### config.mk
export PLATFORM = sky130hd
export DESIGN_NAME = mips_core
export DESIGN_NICKNAME = d
export VERILOG_FILES = /design/src/design/mips_pkg.sv /design/src/design/decode_stage.sv /design/src/design/execute_stage.sv /design/src/design/memory_stage.sv /design/src/design/mips_core.sv /design/src/design/reg_file.sv /design/src/design/scoreboard.sv
export SDC_FILE = /design/constraint.sdc
export NUM_CORES = 2
export LEC_CHECK = 0
export BUFFER_PORTS_ARGS = -buffer_cell sky130_fd_sc_hd__buf_4
export CORE_ASPECT_RATIO = 0.75
export CORE_MARGIN = 4
export CORE_UTILIZATION = 30
export CTS_CLUSTER_DIAMETER = 30
export DETAILED_ROUTE_END_ITERATION = 10
export PLACE_DENSITY_LB_ADDON = 0.12
export SYNTH_ARGS = -nofsm -noshare
export SYNTH_HDL_FRONTEND = slang
export SYNTH_HIERARCHICAL = 1
export SYNTH_SLANG_ARGS = --single-unit
### constraint.sdc
create_clock -name clk -period 9.21 [get_ports clk]
set_input_delay 1.3815 -clock clk [delete_from_list [all_inputs] [get_ports clk]]
set_output_delay 1.3815 -clock clk [all_outputs]
set_load 0.01 [all_outputs]
### src/design/mips_pkg.sv
package mips_pkg;

	localparam int XLEN   = 32;	// data and instruction width
	localparam int REG_AW = 5;	// 32 architectural registers

	typedef logic [XLEN-1:0]   word_t;
	typedef logic [REG_AW-1:0] reg_idx_t;

	// major opcodes, inst[31:26]
	typedef enum logic [5:0]
	{
		OP_RTYPE = 6'd0,
		OP_ADDI  = 6'd8,
		OP_LW    = 6'd35,
		OP_SW    = 6'd43
	} opcode_e;

	// r-type function field, inst[5:0]
	typedef enum logic [5:0]
	{
		F_ADD = 6'd32,
		F_SUB = 6'd34,
		F_AND = 6'd36,
		F_OR  = 6'd37,
		F_NOR = 6'd39,
		F_SLT = 6'd42
	} funct_e;

	typedef enum logic [2:0]
	{
		ALU_ADD,	// also address calc for lw/sw
		ALU_SUB,
		ALU_AND,
		ALU_OR,
		ALU_NOR,
		ALU_SLT	// signed compare
	} alu_op_e;

endpackage

### src/design/decode_stage.sv
`timescale 1ns/1ps

module decode_stage import mips_pkg::*;
(
	input  logic     clk,
	input  logic     rst,
	input  logic     i_inst_valid,
	input  word_t    i_inst,
	input  logic     i_wb_valid,
	input  reg_idx_t i_wb_reg,
	input  word_t    i_wb_data,
	output logic     o_inst_ready,
	output logic     o_ex_valid,
	output alu_op_e  o_ex_alu_op,
	output word_t    o_ex_op_a,
	output word_t    o_ex_op_b,
	output word_t    o_ex_imm,
	output reg_idx_t o_ex_dest,
	output logic     o_ex_regwrite,
	output logic     o_ex_memread,
	output logic     o_ex_memwrite,
	output logic     o_ex_alusrc
);

	logic     inst_vld;	// intake register holds an instruction
	word_t    inst_q;
	reg_idx_t rs, rt, rd;
	word_t    imm_sx;
	word_t    rd_a, rd_b;
	alu_op_e  dec_alu_op;
	reg_idx_t dec_dest;
	logic     dec_regwrite, dec_memread, dec_memwrite, dec_alusrc;
	logic     use_a, use_b;	// which sources the instruction really reads
	logic     sb_busy;
	logic     issue;

	assign rs     = inst_q[25:21];
	assign rt     = inst_q[20:16];
	assign rd     = inst_q[15:11];
	assign imm_sx = {{(XLEN-16){inst_q[15]}}, inst_q[15:0]};	// true sign extension

	assign issue        = inst_vld && !sb_busy;
	assign o_inst_ready = !inst_vld || issue;	// empty, or leaving this edge

	always_comb
	begin
		dec_alu_op   = ALU_ADD;	// defaults describe a nop
		dec_dest     = rt;
		dec_regwrite = 1'b0;
		dec_memread  = 1'b0;
		dec_memwrite = 1'b0;
		dec_alusrc   = 1'b0;
		use_a        = 1'b0;
		use_b        = 1'b0;
		case (opcode_e'(inst_q[31:26]))
			OP_RTYPE:
			begin
				dec_dest = rd;
				use_a    = 1'b1;
				use_b    = 1'b1;
				dec_regwrite = 1'b1;
				case (funct_e'(inst_q[5:0]))
					F_ADD: dec_alu_op = ALU_ADD;
					F_SUB: dec_alu_op = ALU_SUB;
					F_AND: dec_alu_op = ALU_AND;
					F_OR:  dec_alu_op = ALU_OR;
					F_NOR: dec_alu_op = ALU_NOR;
					F_SLT: dec_alu_op = ALU_SLT;
					default:
					begin
						dec_regwrite = 1'b0;	// unknown funct retires as nop
						use_a        = 1'b0;
						use_b        = 1'b0;
					end
				endcase
			end
			OP_ADDI:
			begin
				dec_regwrite = 1'b1;
				dec_alusrc   = 1'b1;
				use_a        = 1'b1;
			end
			OP_LW:
			begin
				dec_regwrite = 1'b1;
				dec_memread  = 1'b1;
				dec_alusrc   = 1'b1;
				use_a        = 1'b1;	// base
			end
			OP_SW:
			begin
				dec_memwrite = 1'b1;
				dec_alusrc   = 1'b1;
				use_a        = 1'b1;	// base
				use_b        = 1'b1;	// store data in rt
			end
			default: ;	// unsupported opcode, nop
		endcase
	end

	reg_file u_reg_file
	(
		.clk       (clk),
		.rst       (rst),
		.i_rd_a    (rs),
		.i_rd_b    (rt),
		.i_wr_en   (i_wb_valid),
		.i_wr_reg  (i_wb_reg),
		.i_wr_data (i_wb_data),
		.o_rd_a    (rd_a),
		.o_rd_b    (rd_b)
	);

	// unused sources and no-write dest check r0, which is never pending
	scoreboard u_scoreboard
	(
		.clk       (clk),
		.rst       (rst),
		.i_set_en  (issue && dec_regwrite && (dec_dest != '0)),
		.i_set_reg (dec_dest),
		.i_clr_en  (i_wb_valid),
		.i_clr_reg (i_wb_reg),
		.i_chk_a   (use_a ? rs : reg_idx_t'(0)),
		.i_chk_b   (use_b ? rt : reg_idx_t'(0)),
		.i_chk_d   (dec_regwrite ? dec_dest : reg_idx_t'(0)),
		.o_busy    (sb_busy)
	);

	always_ff @(posedge clk)
	begin
		if (!rst)
			inst_vld <= 1'b0;
		else if (i_inst_valid && o_inst_ready)
			inst_vld <= 1'b1;	// accept
		else if (issue)
			inst_vld <= 1'b0;
	end

	always_ff @(posedge clk)
	begin
		if (i_inst_valid && o_inst_ready)
			inst_q <= i_inst;
	end

	always_ff @(posedge clk)
	begin
		if (!rst)
		begin
			o_ex_valid    <= 1'b0;
			o_ex_regwrite <= 1'b0;
			o_ex_memread  <= 1'b0;
			o_ex_memwrite <= 1'b0;
			o_ex_alusrc   <= 1'b0;
		end
		else
		begin
			o_ex_valid <= issue;	// bubble while stalled
			if (issue)
			begin
				o_ex_regwrite <= dec_regwrite;
				o_ex_memread  <= dec_memread;
				o_ex_memwrite <= dec_memwrite;
				o_ex_alusrc   <= dec_alusrc;
			end
		end
	end

	always_ff @(posedge clk)
	begin
		if (issue)
		begin
			o_ex_alu_op <= dec_alu_op;
			o_ex_op_a   <= rd_a;	// bypassed read
			o_ex_op_b   <= rd_b;
			o_ex_imm    <= imm_sx;
			o_ex_dest   <= dec_dest;
		end
	end

	a_no_rd_and_wr: assert property (@(posedge clk) disable iff (!rst)
		o_ex_valid |-> !(o_ex_memread && o_ex_memwrite));

endmodule

### src/design/execute_stage.sv
`timescale 1ns/1ps

module execute_stage import mips_pkg::*;
(
	input  logic     clk,
	input  logic     rst,
	input  logic     i_valid,
	input  alu_op_e  i_alu_op,
	input  word_t    i_op_a,
	input  word_t    i_op_b,
	input  word_t    i_imm,
	input  reg_idx_t i_dest,
	input  logic     i_regwrite,
	input  logic     i_memread,
	input  logic     i_memwrite,
	input  logic     i_alusrc,
	output logic     o_mem_valid,
	output word_t    o_mem_result,
	output word_t    o_mem_store_data,
	output reg_idx_t o_mem_dest,
	output logic     o_mem_regwrite,
	output logic     o_mem_memread,
	output logic     o_mem_memwrite
);

	word_t alu_b;
	word_t alu_out;

	assign alu_b = i_alusrc ? i_imm : i_op_b;	// immediate for addi/lw/sw

	always_comb
	begin
		case (i_alu_op)
			ALU_ADD: alu_out = i_op_a + alu_b;
			ALU_SUB: alu_out = i_op_a - alu_b;
			ALU_AND: alu_out = i_op_a & alu_b;
			ALU_OR:  alu_out = i_op_a | alu_b;
			ALU_NOR: alu_out = ~(i_op_a | alu_b);
			ALU_SLT: alu_out = word_t'($signed(i_op_a) < $signed(alu_b));
			default: alu_out = '0;
		endcase
	end

	always_ff @(posedge clk)
	begin
		if (!rst)
		begin
			o_mem_valid    <= 1'b0;
			o_mem_regwrite <= 1'b0;
			o_mem_memread  <= 1'b0;
			o_mem_memwrite <= 1'b0;
		end
		else
		begin
			o_mem_valid    <= i_valid;	// never stalls
			o_mem_regwrite <= i_regwrite;
			o_mem_memread  <= i_memread;
			o_mem_memwrite <= i_memwrite;
		end
	end

	always_ff @(posedge clk)
	begin
		o_mem_result     <= alu_out;
		o_mem_store_data <= i_op_b;	// rt for sw
		o_mem_dest       <= i_dest;
	end

	a_alu_op_known: assert property (@(posedge clk) disable iff (!rst)
		i_valid |-> !$isunknown(i_alu_op)
			&& i_alu_op inside {ALU_ADD, ALU_SUB, ALU_AND, ALU_OR, ALU_NOR, ALU_SLT});

endmodule

### src/design/memory_stage.sv
`timescale 1ns/1ps

module memory_stage import mips_pkg::*;
#(
	parameter int DMEM_WORDS = 64	// power of two
)
(
	input  logic     clk,
	input  logic     rst,
	input  logic     i_valid,
	input  word_t    i_result,
	input  word_t    i_store_data,
	input  reg_idx_t i_dest,
	input  logic     i_regwrite,
	input  logic     i_memread,
	input  logic     i_memwrite,
	output logic     o_wb_valid,
	output reg_idx_t o_wb_reg,
	output word_t    o_wb_data
);

	localparam int DMEM_AW = $clog2(DMEM_WORDS);

	word_t              dmem [DMEM_WORDS];	// contents survive reset
	logic [DMEM_AW-1:0] addr;
	word_t              load_data;

	assign addr      = i_result[2 +: DMEM_AW];	// byte addr / 4, wraps
	assign load_data = dmem[addr];	// async read

	always_ff @(posedge clk)
	begin
		if (i_valid && i_memwrite)
			dmem[addr] <= i_store_data;
	end

	always_ff @(posedge clk)
	begin
		if (!rst)
			o_wb_valid <= 1'b0;
		else
			o_wb_valid <= i_valid && i_regwrite && (i_dest != '0);	// r0 writes dropped
	end

	always_ff @(posedge clk)
	begin
		o_wb_reg  <= i_dest;
		o_wb_data <= i_memread ? load_data : i_result;	// lw vs alu
	end

endmodule

### src/design/mips_core.sv
`timescale 1ns/1ps

module mips_core import mips_pkg::*;
#(
	parameter int DMEM_WORDS = 64	// data memory depth, power of two
)
(
	input  logic     clk,
	input  logic     rst,
	input  logic     i_inst_valid,
	input  word_t    i_inst,
	output logic     o_inst_ready,
	output logic     o_wb_valid,
	output reg_idx_t o_wb_reg,
	output word_t    o_wb_data
);

	logic     ex_valid;	// id/ex set
	alu_op_e  ex_alu_op;
	word_t    ex_op_a;
	word_t    ex_op_b;
	word_t    ex_imm;
	reg_idx_t ex_dest;
	logic     ex_regwrite;
	logic     ex_memread;
	logic     ex_memwrite;
	logic     ex_alusrc;

	logic     mem_valid;	// ex/mem set
	word_t    mem_result;
	word_t    mem_store_data;
	reg_idx_t mem_dest;
	logic     mem_regwrite;
	logic     mem_memread;
	logic     mem_memwrite;

	decode_stage u_decode_stage
	(
		.clk           (clk),
		.rst           (rst),
		.i_inst_valid  (i_inst_valid),
		.i_inst        (i_inst),
		.i_wb_valid    (o_wb_valid),	// writeback loops back to regfile
		.i_wb_reg      (o_wb_reg),
		.i_wb_data     (o_wb_data),
		.o_inst_ready  (o_inst_ready),
		.o_ex_valid    (ex_valid),
		.o_ex_alu_op   (ex_alu_op),
		.o_ex_op_a     (ex_op_a),
		.o_ex_op_b     (ex_op_b),
		.o_ex_imm      (ex_imm),
		.o_ex_dest     (ex_dest),
		.o_ex_regwrite (ex_regwrite),
		.o_ex_memread  (ex_memread),
		.o_ex_memwrite (ex_memwrite),
		.o_ex_alusrc   (ex_alusrc)
	);

	execute_stage u_execute_stage
	(
		.clk              (clk),
		.rst              (rst),
		.i_valid          (ex_valid),
		.i_alu_op         (ex_alu_op),
		.i_op_a           (ex_op_a),
		.i_op_b           (ex_op_b),
		.i_imm            (ex_imm),
		.i_dest           (ex_dest),
		.i_regwrite       (ex_regwrite),
		.i_memread        (ex_memread),
		.i_memwrite       (ex_memwrite),
		.i_alusrc         (ex_alusrc),
		.o_mem_valid      (mem_valid),
		.o_mem_result     (mem_result),
		.o_mem_store_data (mem_store_data),
		.o_mem_dest       (mem_dest),
		.o_mem_regwrite   (mem_regwrite),
		.o_mem_memread    (mem_memread),
		.o_mem_memwrite   (mem_memwrite)
	);

	memory_stage #(.DMEM_WORDS(DMEM_WORDS)) u_memory_stage
	(
		.clk          (clk),
		.rst          (rst),
		.i_valid      (mem_valid),
		.i_result     (mem_result),
		.i_store_data (mem_store_data),
		.i_dest       (mem_dest),
		.i_regwrite   (mem_regwrite),
		.i_memread    (mem_memread),
		.i_memwrite   (mem_memwrite),
		.o_wb_valid   (o_wb_valid),
		.o_wb_reg     (o_wb_reg),
		.o_wb_data    (o_wb_data)
	);

endmodule

### src/design/reg_file.sv
`timescale 1ns/1ps

module reg_file import mips_pkg::*;
(
	input  logic     clk,
	input  logic     rst,
	input  reg_idx_t i_rd_a,
	input  reg_idx_t i_rd_b,
	input  logic     i_wr_en,
	input  reg_idx_t i_wr_reg,
	input  word_t    i_wr_data,
	output word_t    o_rd_a,
	output word_t    o_rd_b
);

	word_t regs [2**REG_AW];
	logic  wr_live;	// write that actually lands

	assign wr_live = i_wr_en && (i_wr_reg != '0);	// r0 is hardwired zero

	// write-through, same-cycle reader sees the new value
	assign o_rd_a = (wr_live && i_rd_a == i_wr_reg) ? i_wr_data : regs[i_rd_a];
	assign o_rd_b = (wr_live && i_rd_b == i_wr_reg) ? i_wr_data : regs[i_rd_b];

	always_ff @(posedge clk)
	begin
		if (!rst)
		begin
			for (int i = 0; i < 2**REG_AW; i++)
				regs[i] <= '0;
		end
		else if (wr_live)
			regs[i_wr_reg] <= i_wr_data;
	end

endmodule

### src/design/scoreboard.sv
`timescale 1ns/1ps

module scoreboard import mips_pkg::*;
(
	input  logic     clk,
	input  logic     rst,
	input  logic     i_set_en,
	input  reg_idx_t i_set_reg,
	input  logic     i_clr_en,
	input  reg_idx_t i_clr_reg,
	input  reg_idx_t i_chk_a,
	input  reg_idx_t i_chk_b,
	input  reg_idx_t i_chk_d,
	output logic     o_busy
);

	logic [2**REG_AW-1:0] pending;	// one bit per register
	logic [2**REG_AW-1:0] pend_eff;	// pending minus this cycle's clear

	// a reg retiring now is free, matches the regfile bypass
	assign pend_eff = pending & ~((2**REG_AW)'(i_clr_en) << i_clr_reg);
	assign o_busy   = pend_eff[i_chk_a] || pend_eff[i_chk_b] || pend_eff[i_chk_d];

	always_ff @(posedge clk)
	begin
		if (!rst)
			pending <= '0;
		else
		begin
			if (i_clr_en)
				pending[i_clr_reg] <= 1'b0;
			if (i_set_en && i_set_reg != '0)
				pending[i_set_reg] <= 1'b1;	// set wins over same-reg clear
		end
	end

	a_no_double_set: assert property (@(posedge clk) disable iff (!rst)
		i_set_en |-> !pend_eff[i_set_reg]);

endmodule

==> results.tsv <==
metric	value	unit
status	complete, but fails checks	
violations	max-capacitance violations, max-slew violations	
cts_tree	built	
worst_pin_slew	1.536	ns
clk_pin_slew	0.05	ns
yosys.area.top_type	edfxtp_1	
crit_fanout	15	
dieArea	501300	um^2
grt_setup_unrepaired	no	
grt_max_degree	108	
cpMostUsedCell	o41ai_1	
stdcell_area	180300	um^2
initial_core_util	0.3013	
cts_root_buffer	clkbuf_16	
wl_met1	275.5	mm
hpwl	366.3	mm
seq_area_frac_synth	0.6725	
critical_path_class	register to output pin	
critPathMaxStageDelay	1.04	ns
drc	0	
gp_congestion	0.8502	
crit_path_cell_trace	mux2_2, o21ai_0, a21oi_1, nor2b_1, inv_1, o41ai_1, o41ai_1, o32ai_1, nand3_1, nand2_1, buf_4	
synth_flop_cell	edfxtp_1	
min_period_over_period	0.7367	
drv_cap	2	
setup_viol	0	
grt_pass1_wl	816.8	mm
rows	222	
largestRegisters	u_memory_stage/dmem x2048, u_decode_stage/u_reg_file/regs x1024	
drt-vias-per-instance	5.641	
drt_first_pass_iters	6	
wl_met3	57.35	mm
final.min_clock_period	6.785	ns
hold_buffers	0	
yosys-top-cells-area	edfxtp_1 (65%), mux4_2 (11%), and2_1 (4.3%)	
critPathLaunchType	register	
die_h	614.2	um
ctsResizeCount	0	
leakage	0.06048	uW
fill_cells	45510	
fmax	147.4	MHz
synthDistinctLibCells	111	
io_pins	74	
hold_viol	0	
largest_reg_flops	2048	
layout-drive-gt1-share	0.2678	
placed_area	156200	um^2
port-buffer-count	73	
cts_sinks	3341	
pre_cts_ws	2.621	ns
routed_wl	608.1	mm
avgRoutedWirePerCell	36.69	um
overflow	0	
syn_to_final_growth	22.67	%
synthCells	9001	
required	7.83	ns
final_nets	9572	
final_cell_mix	edfxtp_1 (3192), and2_1 (1003), clkbuf_16 (718)	
syn_avg_cell_area	16.33	um^2
ys_async_sr_fraction	0	
critPathBufInv	2	
post-cts-setup-buffers	0	
cp_top_family	compound AO/OA/AOI/OAI gates	
wl_met2	259.0	mm
clock_skew	0.1089	ns
final_max_slew_viol_count	4	
synth_seq_cells	3341	
synth_edf_count	3192	
slowest_stage	nor2b_1	
crit_path_end_kind	output pin	
synthDominantCellAreaShare	0.6522	
slew_headroom	-0.03465	
p_per_area	273.8	nW/um^2
hp-class	register to register	
htree_levels	6	
postRouteAntennaNets	0	
vias	93490	
final_common_cell	edfxtp_1	
grt_pass1_vias	91020	
top_register	u_memory_stage/dmem	
worstPathArrival	5.40	ns
yosysWarnings	6	
core_area	487800	um^2
syn-cell-area	147000	um^2
grt_usage	0.2349	
fin_util	0.3696	
hold_slack	0.3420	ns
fin_tns_setup	0	ns
cts_buffers	707	
die_w	816.2	um
max-vdd-ir-drop	0.2128	mV
clk_latency	1.11	ns
setup_ws	2.425	ns
cts_buffer_depth	4	
top_layer_used	met5	
drt-initial-drc-count	13250	
antenna_found_initial	91	
-- kinds of logic (layout without fill, tap and decap cells) --
group	count (synthesis)	in the layout	share of synthesized area
fa+ha+maj	105	105	0.009041
compound gates	1684	1684	0.08081
other cells	1	73	0.00002552
xor+xnor	12	12	0.0007151
mux	1126	1126	0.1370
buf+inv	885	1889	0.02915
flops	3341	3341	0.6725
simple gates	1847	1847	0.07081
-- final cells by class --
class	count	area, um^2	share of cell area
inverter	115	444.2	0.002464
timing repair buffer	461	3690	0.02047
antenna	41	102.6	0.0005691
clock inverter	503	5558	0.03083
clock buffer	810	18370	0.1019
tap	6496	8128	0.04508
sequential	3341	98900	0.5485
multi-input combinational	4806	45100	0.2501
-- worst register-to-register path: cells and delay by family (launching register included) --
| kind | cells | cell delay [ns] |
|---|---|---|
| AOI/OAI and AO/OA | 7 | 2.72 |
| buffers and inverters | 2 | 0.34 |
| DFF | 1 | 0.48 |
| muxes | 1 | 0.37 |
| and+or+nand+nor | 6 | 2.62 |
-- metal layers --
| layer | track usage | vias up |
|---|---|---|
| met1 | 0.3548 | 50350 |
| met4 | 0.06160 | 14 |
| li1 | - | 37290 |
| met3 | 0.05227 | 824 |
| met2 | 0.3394 | 5015 |
| met5 | 0 | - |
-- through the flow --
stage          total power [uW]  std cells
4_1_cts                   49640      16530
3_5_place_dp              24150      15220
2_1_floorplan             20890       9032
5_1_grt                   50760      16530
3_3_place_gp              24120      15220
6_report                  49360      16570
-- report_power, final --
group | internal (uW) | switching [uW] | total (uW)
clock network | 16700 | 8640 | 25400
logic | 1880 | 4710 | 6600
registers | 17100 | 328 | 17400
total | 35700 | 13700 | 49400
-- synthesized netlist by cell type, types with 13 or more instances --
library cell	n
buf_1	37
a21oi_1	212
nor3_1	30
o211ai_1	34
mux2_2	143
nor4_1	13
buf_2	175
o21ai_1	32
nor2b_1	26
a31oi_1	30
a22oi_1	162
a21boi_0	14
mux2_1	23
o22ai_1	344
nor2_1	291
o31ai_1	13
a221oi_1	251
ha_1	103
a21o_1	17
and2_1	1007
o2bb2ai_1	19
o21ai_0	249
a211oi_1	18
or4_1	67
mux2i_1	269
o21bai_1	19
o32a_1	17
mux4_2	690
o221ai_1	38
clkbuf_1	398
a221o_1	42
edfxtp_1	3192
nand3_1	52
inv_1	110
buf_6	36
nand3b_1	23
nand2_1	233
o2111ai_1	13
dfxtp_1	149
a22o_1	35
buf_4	115
nand2b_1	13
-- path summary, 6_finish.rpt --
path | slack (ns) | end | cells after the start | start
max | 2.42 | o_inst_ready | 11 | u_decode_stage/inst_q[1]$_DFFE_PP_
min | 0.34 | u_execute_stage/o_mem_dest[1]$_DFF_P_ | 0 | u_decode_stage/o_ex_dest[1]$_DFFE_PP_
max reg2reg | 2.61 | u_decode_stage/u_scoreboard/pending[20]$_SDFF_PN0_ | 16 | u_decode_stage/inst_q[1]$_DFFE_PP_
min reg2reg | 0.34 | u_execute_stage/o_mem_dest[1]$_DFF_P_ | 0 | u_decode_stage/o_ex_dest[1]$_DFFE_PP_
No activity file was read; power rests on OpenSTA's default activity.
